File: src/cpu_pkg.sv
package cpu_pkg;

  localparam int instr_w = 32;
  localparam int reg_addr_w = 5;

  // ADDI x0, x0, 0
  localparam logic [instr_w-1:0] nop_instr = 32'h0000_0013;

  typedef enum logic [6:0] {
    op_op     = 7'b0110011,
    op_imm    = 7'b0010011,
    op_lui    = 7'b0110111,
    op_load   = 7'b0000011,
    op_store  = 7'b0100011,
    op_branch = 7'b1100011,
    op_jal    = 7'b1101111
  } opcode_e;

  // funct3 codes of the supported subset
  localparam logic [2:0] f3_add_sub = 3'b000;
  localparam logic [2:0] f3_slt = 3'b010;
  localparam logic [2:0] f3_xor = 3'b100;
  localparam logic [2:0] f3_or = 3'b110;
  localparam logic [2:0] f3_and = 3'b111;
  localparam logic [2:0] f3_beq = 3'b000;
  localparam logic [2:0] f3_bne = 3'b001;
  localparam logic [2:0] f3_word = 3'b010;

  // funct7 bit that turns ADD into SUB
  localparam int f7_sub_bit = 5;

  typedef enum logic [2:0] {
    alu_add,
    alu_sub,
    alu_and,
    alu_or,
    alu_xor,
    alu_slt,
    alu_pass_b
  } alu_op_e;

  typedef enum logic [1:0] {
    res_alu,
    res_load,
    res_pc4
  } result_src_e;

  typedef enum logic [1:0] {
    fwd_reg,
    fwd_mem,
    fwd_wb
  } fwd_sel_e;

  typedef enum logic [2:0] {
    imm_i,
    imm_s,
    imm_b,
    imm_u,
    imm_j
  } imm_kind_e;

endpackage

File: src/cpu_decode.sv
`timescale 1ns/1ps

module cpu_decode #(
  parameter int xlen = 32
) (
  input  logic                           clk,
  input  logic                           rst_n,
  input  logic                           flush_e,
  input  logic [cpu_pkg::instr_w-1:0]    instr_d,
  input  logic [xlen-1:0]                pc_d,
  input  logic [xlen-1:0]                rs1_data,
  input  logic [xlen-1:0]                rs2_data,
  output logic [cpu_pkg::reg_addr_w-1:0] rs1_addr,
  output logic [cpu_pkg::reg_addr_w-1:0] rs2_addr,
  output logic                           valid_e,
  output cpu_pkg::alu_op_e               alu_op_e,
  output logic                           alu_src_imm_e,
  output cpu_pkg::result_src_e           result_src_e,
  output logic                           reg_write_e,
  output logic                           mem_write_e,
  output logic                           is_load_e,
  output logic                           branch_e,
  output logic                           branch_ne_e,
  output logic                           jump_e,
  output logic [cpu_pkg::reg_addr_w-1:0] rs1_e,
  output logic [cpu_pkg::reg_addr_w-1:0] rs2_e,
  output logic [cpu_pkg::reg_addr_w-1:0] rd_e,
  output logic [xlen-1:0]                rs1_val_e,
  output logic [xlen-1:0]                rs2_val_e,
  output logic [xlen-1:0]                imm_e,
  output logic [xlen-1:0]                pc_e
);

  logic [6:0] opcode;
  logic [2:0] funct3;
  logic legal;
  logic arith_ok;
  logic alu_src_imm;
  logic reg_write;
  logic mem_write;
  logic is_load;
  logic branch;
  logic jump;
  cpu_pkg::alu_op_e alu_arith;
  cpu_pkg::alu_op_e alu_op;
  cpu_pkg::result_src_e result_src;
  cpu_pkg::imm_kind_e imm_kind;
  logic [cpu_pkg::instr_w-1:0] imm32;

  assign opcode = instr_d[6:0];
  assign funct3 = instr_d[14:12];
  assign rs1_addr = instr_d[19:15];
  assign rs2_addr = instr_d[24:20];

  // Shared by OP and OP-IMM; SUB only exists in OP
  always_comb begin
    arith_ok = 1'b1;
    case (funct3)
      cpu_pkg::f3_add_sub: begin
        alu_arith = (opcode == cpu_pkg::op_op && instr_d[25 + cpu_pkg::f7_sub_bit]) ?
                    cpu_pkg::alu_sub : cpu_pkg::alu_add;
      end
      cpu_pkg::f3_slt: alu_arith = cpu_pkg::alu_slt;
      cpu_pkg::f3_xor: alu_arith = cpu_pkg::alu_xor;
      cpu_pkg::f3_or:  alu_arith = cpu_pkg::alu_or;
      cpu_pkg::f3_and: alu_arith = cpu_pkg::alu_and;
      default: begin
        alu_arith = cpu_pkg::alu_add;
        arith_ok  = 1'b0;
      end
    endcase
  end

  // Unknown encodings fall through as bubbles
  always_comb begin
    legal       = 1'b0;
    alu_op      = cpu_pkg::alu_add;
    alu_src_imm = 1'b1;
    result_src  = cpu_pkg::res_alu;
    reg_write   = 1'b0;
    mem_write   = 1'b0;
    is_load     = 1'b0;
    branch      = 1'b0;
    jump        = 1'b0;
    imm_kind    = cpu_pkg::imm_i;
    case (opcode)
      cpu_pkg::op_op: begin
        legal       = arith_ok;
        alu_op      = alu_arith;
        alu_src_imm = 1'b0;
        reg_write   = arith_ok;
      end
      cpu_pkg::op_imm: begin
        legal     = arith_ok;
        alu_op    = alu_arith;
        reg_write = arith_ok;
      end
      cpu_pkg::op_lui: begin
        legal     = 1'b1;
        alu_op    = cpu_pkg::alu_pass_b;
        reg_write = 1'b1;
        imm_kind  = cpu_pkg::imm_u;
      end
      cpu_pkg::op_load: begin
        legal      = (funct3 == cpu_pkg::f3_word);
        result_src = cpu_pkg::res_load;
        reg_write  = legal;
        is_load    = legal;
      end
      cpu_pkg::op_store: begin
        legal     = (funct3 == cpu_pkg::f3_word);
        mem_write = legal;
        imm_kind  = cpu_pkg::imm_s;
      end
      cpu_pkg::op_branch: begin
        legal    = (funct3 == cpu_pkg::f3_beq || funct3 == cpu_pkg::f3_bne);
        branch   = legal;
        imm_kind = cpu_pkg::imm_b;
      end
      cpu_pkg::op_jal: begin
        legal      = 1'b1;
        result_src = cpu_pkg::res_pc4;
        reg_write  = 1'b1;
        jump       = 1'b1;
        imm_kind   = cpu_pkg::imm_j;
      end
      default: legal = 1'b0;
    endcase
  end

  always_comb begin
    case (imm_kind)
      cpu_pkg::imm_s: imm32 = {{20{instr_d[31]}}, instr_d[31:25], instr_d[11:7]};
      cpu_pkg::imm_b: imm32 = {{19{instr_d[31]}}, instr_d[31], instr_d[7],
                               instr_d[30:25], instr_d[11:8], 1'b0};
      cpu_pkg::imm_u: imm32 = {instr_d[31:12], 12'b0};
      cpu_pkg::imm_j: imm32 = {{11{instr_d[31]}}, instr_d[31], instr_d[19:12],
                               instr_d[20], instr_d[30:21], 1'b0};
      default:        imm32 = {{20{instr_d[31]}}, instr_d[31:20]};
    endcase
  end

  always_ff @(posedge clk) begin
    if (!rst_n || flush_e) begin
      valid_e     <= 1'b0;
      reg_write_e <= 1'b0;
      mem_write_e <= 1'b0;
      is_load_e   <= 1'b0;
      branch_e    <= 1'b0;
      jump_e      <= 1'b0;
    end else begin
      valid_e     <= legal;
      reg_write_e <= reg_write;
      mem_write_e <= mem_write;
      is_load_e   <= is_load;
      branch_e    <= branch;
      jump_e      <= jump;
    end
  end

  always_ff @(posedge clk) begin
    alu_op_e      <= alu_op;
    alu_src_imm_e <= alu_src_imm;
    result_src_e  <= result_src;
    branch_ne_e   <= (funct3 == cpu_pkg::f3_bne);
    rs1_e         <= rs1_addr;
    rs2_e         <= rs2_addr;
    rd_e          <= instr_d[11:7];
    rs1_val_e     <= rs1_data;
    rs2_val_e     <= rs2_data;
    imm_e         <= xlen'(signed'(imm32));
    pc_e          <= pc_d;
  end

  a_one_target: assert property (@(posedge clk) disable iff (!rst_n)
    !(reg_write_e && mem_write_e));

endmodule

File: config.mk
export PLATFORM = sky130hd
export DESIGN_NAME = cpu_decode
export DESIGN_NICKNAME = d
export VERILOG_FILES = /design/src/cpu_pkg.sv /design/src/cpu_decode.sv
export SDC_FILE = /design/constraint.sdc
export NUM_CORES = 1
export LEC_CHECK = 0
export BUFFER_PORTS_ARGS = -buffer_cell sky130_fd_sc_hd__buf_2
export CAP_MARGIN = 20
export CORE_AREA = 2 2 116 118
export CTS_BUF_LIST = sky130_fd_sc_hd__clkbuf_2 sky130_fd_sc_hd__clkbuf_4 sky130_fd_sc_hd__clkbuf_8
export CTS_CLUSTER_DIAMETER = 120
export CTS_CLUSTER_SIZE = 40
export DETAILED_ROUTE_END_ITERATION = 10
export DIE_AREA = 0 0 118 120
export PLACE_DENSITY_LB_ADDON = 0.1
export SLEW_MARGIN = 20
export SYNTH_ARGS = -nofsm -noshare
export SYNTH_HDL_FRONTEND = slang
export SYNTH_SLANG_ARGS = --single-unit
File: constraint.sdc
create_clock -name clk -period 2.9 [get_ports clk]
set_input_delay 0.435 -clock clk [delete_from_list [all_inputs] [get_ports clk]]
set_output_delay 0.435 -clock clk [all_outputs]
set_load 0.1 [all_outputs]
== Yosys cells after proc, flatten, opt, wreduce, memory -nomap -nowiden ==
Cells that the tools add are included.
Word-level totals
  bits of input ports: 131
  logic and storage cells: 59
  register bits: 156
Cells by class
  bitwise gates (word level): 3
  eq/ne operators: 16
  mux-type cells: 11
  reduce and logical (&&, ||, !) cells: 12
Operators with widths (count)
  one-hot mux 31 bit (4 select lines): 1
  equality test 7 x 6 -> 1 bit (second input constant): 3
  one-hot mux 3 bit (5 select lines): 1
  equality test 7 bit (second input constant): 2
  equality test 3 bit (second input constant): 4
  one-hot mux 3 bit (4 select lines): 1
  OR reduction 2 bit: 6
  equality test 3 x 2 -> 1 bit (second input constant): 3
  equality test 7 x 2 -> 1 bit (second input constant): 1
  equality test 7 x 5 -> 1 bit (second input constant): 1
  equality test 3 x 1 -> 1 bit (second input constant): 2
  one-hot mux 3 bit (2 select lines): 1
  OR reduction 5 bit: 1
  two-way mux 1 bit: 4
  one-hot mux 1 bit (4 select lines): 1
  one-hot mux 2 bit (2 select lines): 1
  logical NOT 3 bit: 1
  NOT 1 bit: 3
  one-hot mux 1 bit (3 select lines): 1
  logical OR 1 bit: 2
  logical AND 1 bit: 1
  logical NOT 1 bit: 1

== Longest topological paths before layout ==
Gate-level depths: netlist (run 1).
  word-level depth: 5
  gate-level depth with buffers: 6
  gate-level depth less buffers: 4

== Worst setup path after synthesis (run 1) ==
No wires, ideal clock.
  path type: in2reg
  start point: in instr_d[2] (netlist bit)
  end point: reg imm_e[11]
  cell stages on the path: 4
  data arrival time: 1568 ps
  path slack: 1210 ps
  path through: nand3b_4 -> nor4b_2 -> nand2_1 -> a221o_1
On the way
  cells in the longest elaborated chain, start to end: 4
  elaborated cells between the ends (all ways): 10
  those cells by class: 8 x eq/ne; 2 x mux
RTL lines
  start, declared: line cpu_decode.sv:9  | input logic [cpu_pkg::instr_w-1:0] instr_d,
  equality test 7 bit or equality test 7 x 6 -> 1 bit (tied branches): line cpu_decode.sv:86  | case (opcode)
  one-hot mux 3 bit (4 select lines) *: line cpu_decode.sv:86
  equality test 3 bit, or another cell as far along: line cpu_decode.sv:132  | case (imm_kind)
  one-hot mux 31 bit (4 select lines) *: line cpu_decode.sv:132
  named net imm32 (one bit): line cpu_decode.sv:48  | logic [cpu_pkg::instr_w-1:0] imm32;
  end signal, assigned: line cpu_decode.sv:171  | imm_e <= xlen'(signed'(imm32));
  end, declared: line cpu_decode.sv:30  | output logic [xlen-1:0] imm_e,
Mark *: on every way through the listed nets, which the timed path passes. The rest lies on a longest branch.
A chain may end at the register's enable or synchronous reset.

== Final worst setup path (run 1) ==
  start point: in instr_d[6] (netlist bit)
  end point: reg imm_e[11]
The elaborated chain is that of the path after synthesis.

==> results of run 1 <==
final cells by class:
type	instances	area (um^2)
Fill cell	1287	7240
Sequential cell	156	3120
Timing Repair Buffer	298	1500
Multi-Input combinational cell	73	507
Clock buffer	23	304
Tap cell	176	220
Clock inverter	9	85.1
Inverter	1	3.75
cells by family (layout without fill, tap and decap cells):
kind of cell / Yosys count / count (layout) / share of synthesized area
xor+xnor: 1 / 1 / 0.00234
compound gates: 32 / 32 / 0.0655
flops: 156 / 156 / 0.834
simple gates: 40 / 40 / 0.0675
buf+inv: 16 / 331 / 0.0311
placed cells by master, fill, tap and decap left out, drive strengths merged, types with 3 or more instances in the layout:
| cell type | instances |
|---|---|
| buf | 298 |
| a21o | 19 |
| inv | 3 |
| clkinv | 3 |
| clkbuf | 23 |
| nand2 | 4 |
| nor2b | 7 |
| nand3b | 3 |
| a22o | 4 |
| dfxtp | 156 |
| nor2 | 8 |
| clkinvlp | 3 |
power groups by stage:
stage	combinational [mW]	sequential [mW]	clock [mW]
after floorplan	0.104	3.13	0
after global placement	1.12	2.32	0
after detailed placement	1.12	2.32	0
after CTS	1.13	2.27	1.61
after global routing	1.15	2.28	1.71
final	1.12	2.27	1.54
through the flow:
step | utilization | cell area, um^2 | hold WS [ns] | cells | setup WS [ns]
global placement | 0.412 | 5350 | 0.538 | 704 | 0.645
detailed placement | 0.412 | 5350 | 0.539 | 704 | 0.586
CTS | 0.442 | 5740 | 0.0485 | 736 | 1.07
global route | 0.442 | 5740 | 0.0465 | 736 | 0.997
floorplan | - | 3750 | 0.463 | 245 | 1.21
finish | 0.442 | 5740 | 0.0924 | 736 | 1.09
cells in the mapped netlist:
| cell type | number | area (um^2) |
|---|---|---|
| dfxtp_1 | 156 | 3120 |
| a21o_1 | 19 | 143 |
| buf_4 | 10 | 75.1 |
| nor2_1 | 7 | 26.3 |
| nor2b_1 | 7 | 43.8 |
| a22o_1 | 4 | 35.0 |
| nand2_1 | 4 | 15.0 |
| buf_2 | 3 | 15.0 |
| a221oi_1 | 2 | 17.5 |
| and2_1 | 2 | 12.5 |
| and2b_1 | 2 | 15.0 |
| and3_1 | 2 | 12.5 |
| buf_6 | 2 | 22.5 |
| nand2b_1 | 2 | 12.5 |
| nand3b_1 | 2 | 15.0 |
| nor3_1 | 2 | 10.0 |
| a21oi_1 | 1 | 5.00 |
| a21oi_2 | 1 | 8.76 |
| a221o_1 | 1 | 10.0 |
| a31oi_1 | 1 | 6.26 |
| inv_1 | 1 | 3.75 |
| nand3_1 | 1 | 5.00 |
| nand3b_4 | 1 | 20.0 |
| nand4_1 | 1 | 6.26 |
| nor2_2 | 1 | 6.26 |
| nor3b_1 | 1 | 7.51 |
| nor4_1 | 1 | 6.26 |
| nor4b_1 | 1 | 8.76 |
| nor4b_2 | 1 | 15.0 |
| o21ai_0 | 1 | 5.00 |
| o22ai_1 | 1 | 6.26 |
| o32ai_1 | 1 | 8.76 |
| or2_2 | 1 | 6.26 |
| or3b_1 | 1 | 8.76 |
| xnor2_1 | 1 | 8.76 |
routing by layer:
metal	up-vias	global-route usage
met2	162	0.237
met5	-	0
met3	19	0.0689
met4	0	0.0798
met1	1289	0.144
li1	1405	-
registers in the layout (all words and copies together) (netlist names):
signal / flops
branch_ne_e: 1
pc_e: 32
alu_src_imm_e: 1
rs1_e: 5
branch_e: 1
rd_e: 5
imm_e: 32
rs1_val_e: 32
jump_e: 1
reg_write_e: 1
result_src_e: 2
mem_write_e: 1
rs2_val_e: 32
is_load_e: 1
rs2_e: 5
alu_op_e: 3
valid_e: 1
how the worst max path moves through the flow:
stage	start	end	slack [ns]
after global placement	instr_d[6]	imm_e[11]	0.64
after detailed placement	instr_d[6]	imm_e[11]	0.59
after CTS	instr_d[6]	imm_e[11]	1.07
final	instr_d[6]	imm_e[11]	1.09
after global routing	instr_d[6]	imm_e[11]	1.0
after floorplan	instr_d[2]	imm_e[11]	1.21
==> flow_metrics.env, run 1 <==
export IMPL_outcome="complete, no violations"
export IMPL_start_util=0.289
export IMPL_numCtsBuffers=17
export IMPL_wl_met1_mm=3.77
export IMPL_worstPathArrival_ns=2.14
export IMPL_hold_class="primary input to flop"
export IMPL_path_cells="buf_2 -> or3b_1 -> a21oi_2 -> nor2b_1 -> a221o_1"
export IMPL_grt_max_degree=17
export IMPL_core_area_um2=13000
export IMPL_antenna_found_initial=0
export IMPL_die_y_um=120
export IMPL_final_antenna_net_count=0
export IMPL_max_freq_mhz=552
export IMPL_swShare=0.352
export IMPL_grt_pass1_vias=2758
export IMPL_cts_root_buffer="clkbuf_8"
export IMPL_cp_num_buf_inv=1
export IMPL_synth_seq_cells=156
export IMPL_first_pass_iters=4
export IMPL_rows=42
export IMPL_setup_violations=0
export IMPL_avgSynthCellArea_um2=15.3
export IMPL_setup_tns_final_ns=0
export IMPL_min_from="pc_d[26]"
export IMPL_required_ns=3.23
export IMPL_synthCells=245
export IMPL_wl_met3_um=978
export IMPL_final_nets=678
export IMPL_syn_area_um2=3750
export IMPL_io_pins=297
export IMPL_io_buffers=296
export IMPL_top_layer="met4"
export IMPL_tightest_slew_ns=0.798
export IMPL_ctsHoldBuffers=0
export IMPL_track_usage=0.141
export IMPL_post_cts_buffers=0
export IMPL_vias_per_cell=3.91
export IMPL_cts_resized=0
export IMPL_period_share=0.625
export IMPL_period_needed_ns=1.81
export IMPL_clkPwrFrac=0.313
export IMPL_yosysSeqAreaShare=0.834
export IMPL_routedWlPerCell_um=13.8
export IMPL_drive_above_1_share=0.598
export IMPL_power_share_sequential=0.460
export IMPL_drc=0
export IMPL_grt_pass1_wl_mm=14.9
export IMPL_rsz0062_at_grt="false"
export IMPL_critPathMaxStageDelay_ns=0.49
export IMPL_hold_path_depth=1
export IMPL_p_per_area_nw_per_um2=860
export IMPL_cp_num_cells=5
export IMPL_route_met2_wl_mm=5.15
export IMPL_dr_total_vias=2875
export IMPL_power_mw=4.93
export IMPL_die_x_um=118
export IMPL_clock_sinks=156
export IMPL_worst_path_max_delay_cell="or3b_1"
export IMPL_ys_types=35
export IMPL_clock_path_buffers=2
export IMPL_cts_tree="done"
export IMPL_crit_path_end_kind="flop"
export IMPL_slew_headroom=0.467
export IMPL_p_leak_nw=2.97
export IMPL_finalHoldViolCount=0
export IMPL_intPower_mw=3.20
export IMPL_drt_initial_drc_count=83
export IMPL_cp_max_fo=12
export IMPL_p_switching_mw=1.74
export IMPL_hpwl_mm=8.19
export IMPL_yosysWarnings=0
export IMPL_combinationalPowerShare=0.227
export IMPL_routed_wirelength_mm=10.2
export IMPL_hold_end="pc_e[26]"
export IMPL_diodes=0
export IMPL_cap_violations=0
export IMPL_start_kind="primary input"
export IMPL_criticalPathCategory="primary input to flop"
export IMPL_synth_fp_nets=376
export IMPL_area_delta_synth_final_pct=53.2
export IMPL_dieArea_um2=14200
export IMPL_vdd_drop_max_mv=0.321
export IMPL_slew_violations=0
export IMPL_routabilityCongestion=0.800
export IMPL_grt_overflow=0
export IMPL_clk_pin_slew_worst_paths_ns=0.08
export IMPL_path_delay_family="compound AO/OA/AOI/OAI gates"
export IMPL_htreeDepth=4
Power figures use the tool's default switching activity.
==> run 2: changes to the inputs <==
- clock period: 2.9 -> 1.8 ns (I/O delays scaled with it)
==> flow_metrics.env, run 2 (same netlist as run 1, synthesis figures left out) <==
export IMPL_outcome="complete, no violations"
export IMPL_numCtsBuffers=17
export IMPL_htreeDepth=4
export IMPL_final_cell_area_um2=6930
export IMPL_criticalPathCategory="primary input to output port"
export IMPL_grt_overflow=0
export IMPL_post_cts_buffers=0
export IMPL_drt_initial_drc_count=117
export IMPL_track_usage=0.163
export IMPL_cts_root_buffer="clkbuf_8"
export IMPL_final_antenna_net_count=0
export IMPL_place_area_um2=5380
export IMPL_layout_commonest_cell="buf_2"
export IMPL_grt_pass1_wl_mm=17.5
export IMPL_power_mw=8.27
export IMPL_cap_violations=0
export IMPL_p_per_area_nw_per_um2=1190
export IMPL_grt_pass1_vias=3405
export IMPL_cts_tree="done"
export IMPL_p_leak_nw=3.47
export IMPL_min_from="instr_d[28]"
export IMPL_dieArea_um2=14200
export IMPL_ctsHoldBuffers=114
export IMPL_final_nets=796
export IMPL_start_kind="primary input"
export IMPL_diodes=0
export IMPL_cp_max_fo=4
export IMPL_vdd_drop_max_mv=0.480
export IMPL_routed_wirelength_mm=11.7
export IMPL_clock_path_buffers=2
export IMPL_slew_violations=0
export IMPL_drc=0
export IMPL_routabilityCongestion=0.774
export IMPL_final_cell_mix="buf_2, dfxtp_1, dlygate4sd3_1"
export IMPL_io_pins=297
export IMPL_hold_path_depth=2
export IMPL_antenna_found_initial=0
export IMPL_start_util=0.289
export IMPL_finalHoldViolCount=0
export IMPL_crit_path_end_kind="output port"
export IMPL_hpwl_mm=8.13
export IMPL_setup_tns_final_ns=0
export IMPL_vias_per_cell=3.94
export IMPL_grt_max_degree=19
export IMPL_routedWlPerCell_um=13.7
export IMPL_area_delta_synth_final_pct=84.9
export IMPL_io_buffers=296
export IMPL_core_area_um2=13000
export IMPL_first_pass_iters=4
export IMPL_slew_headroom=0.470
export IMPL_hold_end="imm_e[28]"
export IMPL_finish_utilization=0.534
export IMPL_required_ns=1.53
export IMPL_max_freq_mhz=602
export IMPL_clk_pin_slew_worst_paths_ns=0.08
export IMPL_setup_violations=0
export IMPL_rows=42
export IMPL_die_x_um=118
export IMPL_cts_resized=0
export IMPL_rsz0062_at_grt="false"
export IMPL_die_y_um=120
export IMPL_period_share=0.922
export IMPL_drive_above_1_share=0.500
export IMPL_clock_sinks=156
export IMPL_worstPathArrival_ns=1.39
export IMPL_period_needed_ns=1.66
export IMPL_tightest_slew_ns=0.793
export IMPL_hold_class="primary input to flop"
export IMPL_dr_total_vias=3364
==> run 2: cell types whose count changed in the layout (fill, tap and decap cells not counted), moves of 2 or more <==
cell / change
clkinv_4: +2
dlygate4sd3_1: +114
buf_4: +4
clkbuf_8: -2
==> run 2: worst max-delay path, stage by stage <==
cell	delay (ns)
dlygate4sd3_1	0.53
buf_2	0.15
buf_2	0.43
==> run 2: final cells by class <==
class                   instances  area (um^2)
clock buffers                  20          269
clock inverters                12          136
repair buffers                416         2670
flip-flops and latches        156         3120
inverters                       1         3.75
well taps                     176          220
fillers                      1161         6050
multi-input cells              73          507
==> run 2: metal layers <==
layer  wire length (um)  GRT usage  vias up
met1               4350      0.164     1522
met4                295     0.0768        0
li1                   -          -     1640
met3               1090     0.0846       22
met5                  0          0        -
met2               5970      0.279      180
==> run 2: worst max-delay path by stage <==
stage / cells after the start / slack, ns / start / endpoint
after floorplan: 4 / 0.28 / instr_d[2] / imm_e[11]
after global placement: 5 / 0.16 / instr_d[3] / imm_e[11]
after detailed placement: 5 / 0.14 / instr_d[3] / imm_e[11]
after CTS: 3 / 0.14 / instr_d[20] / rs2_addr[0]
after global routing: 3 / 0.13 / instr_d[20] / rs2_addr[0]
final: 3 / 0.14 / instr_d[23] / rs2_addr[3]
==> run 2: metrics by stage <==
step                      cells  setup slack [ns]  hold WS [ns]
after floorplan             245             0.275         0.298
after global placement      708             0.157         0.373
after detailed placement    708             0.140         0.374
after CTS                   854             0.144       0.00150
after global routing        854             0.126       0.00318
final                       854             0.140        0.0330
==> run 2: where the power goes <==
group	internal (mW)	total (mW)	switching (mW)
logic	0.418	2.01	1.59
clock network	1.33	2.60	1.27
registers	3.62	3.66	0.0387
total	5.37	8.27	2.89
==> run 3: changes to the inputs <==
- CORE_AREA: 2 2 116 118 -> 3 3 113 115
- DIE_AREA: 0 0 118 120 -> 0 0 116 118
==> flow_metrics.env, run 3 (same netlist as run 1, synthesis figures left out) <==
export IMPL_clock_path_buffers=2
export IMPL_hold_end="imm_e[27]"
export IMPL_place_area_um2=5350
export IMPL_routed_wirelength_mm=12.6
export IMPL_intPower_mw=5.43
export IMPL_dieArea_um2=13700
export IMPL_drt_initial_drc_count=107
export IMPL_area_delta_synth_final_pct=83.8
export IMPL_dr_total_vias=3453
export IMPL_critPathMaxStageDelay_ns=0.53
export IMPL_drive_above_1_share=0.502
export IMPL_combinationalPowerShare=0.242
export IMPL_grt_pass1_wl_mm=19.1
export IMPL_vias_per_cell=4.19
export IMPL_cp_common_cell="buf_2"
export IMPL_crit_path_end_kind="output port"
export IMPL_instances_no_fill=825
export IMPL_period_needed_ns=1.68
export IMPL_start_util=0.314
export IMPL_cts_resized=0
export IMPL_p_switching_mw=2.87
export IMPL_criticalPathCategory="primary input to output port"
export IMPL_outcome="complete, no violations"
export IMPL_p_leak_nw=3.48
export IMPL_clk_pin_slew_worst_paths_ns=0.08
export IMPL_tightest_slew_ns=0.783
export IMPL_path_delay_family="buffers and inverters"
export IMPL_die_x_um=116
export IMPL_hpwl_mm=8.28
export IMPL_final_cell_area_um2=6880
export IMPL_rows=40
export IMPL_path_cells="dlygate4sd3_1 -> buf_2 -> buf_2"
export IMPL_final_antenna_net_count=0
export IMPL_setup_violations=0
export IMPL_required_ns=1.53
export IMPL_setup_tns_final_ns=0
export IMPL_power_share_sequential=0.442
export IMPL_cp_max_fo=5
export IMPL_min_from="instr_d[27]"
export IMPL_routabilityCongestion=0.723
export IMPL_final_nets=795
export IMPL_hold_class="primary input to flop"
export IMPL_layout_commonest_cell="buf_2"
export IMPL_slew_violations=0
export IMPL_grt_overflow=0
export IMPL_final_cell_mix="buf_2, dfxtp_1, dlygate4sd3_1"
export IMPL_core_area_um2=11900
export IMPL_cp_num_buf_inv=3
export IMPL_clkPwrFrac=0.316
export IMPL_swShare=0.345
export IMPL_worst_path_max_delay_cell="dlygate4sd3_1"
export IMPL_hold_path_depth=2
export IMPL_dp_cells=680
export IMPL_slew_headroom=0.477
export IMPL_die_y_um=118
export IMPL_htreeDepth=4
export IMPL_start_kind="primary input"
export IMPL_antenna_found_initial=1
export IMPL_power_mw=8.30
export IMPL_max_freq_mhz=597
export IMPL_routedWlPerCell_um=15.2
export IMPL_cts_root_buffer="clkbuf_8"
export IMPL_cts_tree="done"
export IMPL_track_usage=0.183
export IMPL_clock_sinks=156
export IMPL_finalHoldViolCount=0
export IMPL_rsz0062_at_grt="false"
export IMPL_cap_violations=0
export IMPL_numCtsBuffers=17
export IMPL_io_buffers=296
export IMPL_drc=0
export IMPL_first_pass_iters=4
export IMPL_period_share=0.931
export IMPL_p_per_area_nw_per_um2=1210
export IMPL_vdd_drop_max_mv=0.535
export IMPL_io_pins=297
export IMPL_finalHoldWorstSlack_ns=0.0420
export IMPL_worstPathArrival_ns=1.41
export IMPL_grt_pass1_vias=3809
export IMPL_grt_max_degree=17
## run 3: changes by cell type in the layout (fill, tap and decap cells not counted)
cell and delta:
clkinv_2 +2, inv_6 -2, clkbuf_8 +2, dlygate4sd3_1 -2, clkinvlp_4 -1, diode_2 +1, buf_4 +1, clkinv_4 -1
## run 3: power by group through the flow
| stage | combinational (mW) | clock (mW) | sequential, mW |
|---|---|---|---|
| global placement | 1.81 | 0 | 3.74 |
| CTS | 2.01 | 2.69 | 3.66 |
| detailed placement | 1.81 | 0 | 3.74 |
| finish | 2.01 | 2.62 | 3.67 |
| global route | 2.07 | 2.87 | 3.69 |
| floorplan | 0.167 | 0 | 5.04 |
## run 3: worst max path at each step
stage	endpoint	cells past startpoint	startpoint	slack [ns]
after global routing	rs2_addr[0]	3	instr_d[20]	0.09
final	rs2_addr[0]	3	instr_d[20]	0.12
after detailed placement	imm_e[11]	5	instr_d[3]	0.14
after floorplan	imm_e[11]	4	instr_d[2]	0.28
after CTS	rs2_addr[0]	3	instr_d[20]	0.14
after global placement	imm_e[11]	5	instr_d[3]	0.17
## run 3: final cells by class
type,count,area [um^2]
antenna,1,2.50
clock buffer,22,297
clock inverter,10,113
fill,1003,5030
inverter,1,3.75
multi-input combinational,73,507
sequential,156,3120
tap,147,184
timing repair buffer,415,2660
## run 3: per-stage QoR
stage,worst slack (ns),utilization
4_1_cts,0.137,0.578
3_3_place_gp,0.168,0.449
6_report,0.124,0.578
2_1_floorplan,0.275,-
3_5_place_dp,0.140,0.449
5_1_grt,0.0926,0.578
## run 3: repair_timing
action | 4_1_cts | 5_1_grt
hold buffers | 112 | 0
buffers inserted | 0 | 0
hold endpoints to repair | 112 | 0
## run 3: per-layer routing
metal / routed length (um) / track usage
met5: 0 / 0
met4: 322 / 0.0776
met3: 1340 / 0.0848
met2: 6540 / 0.331
met1: 4370 / 0.173
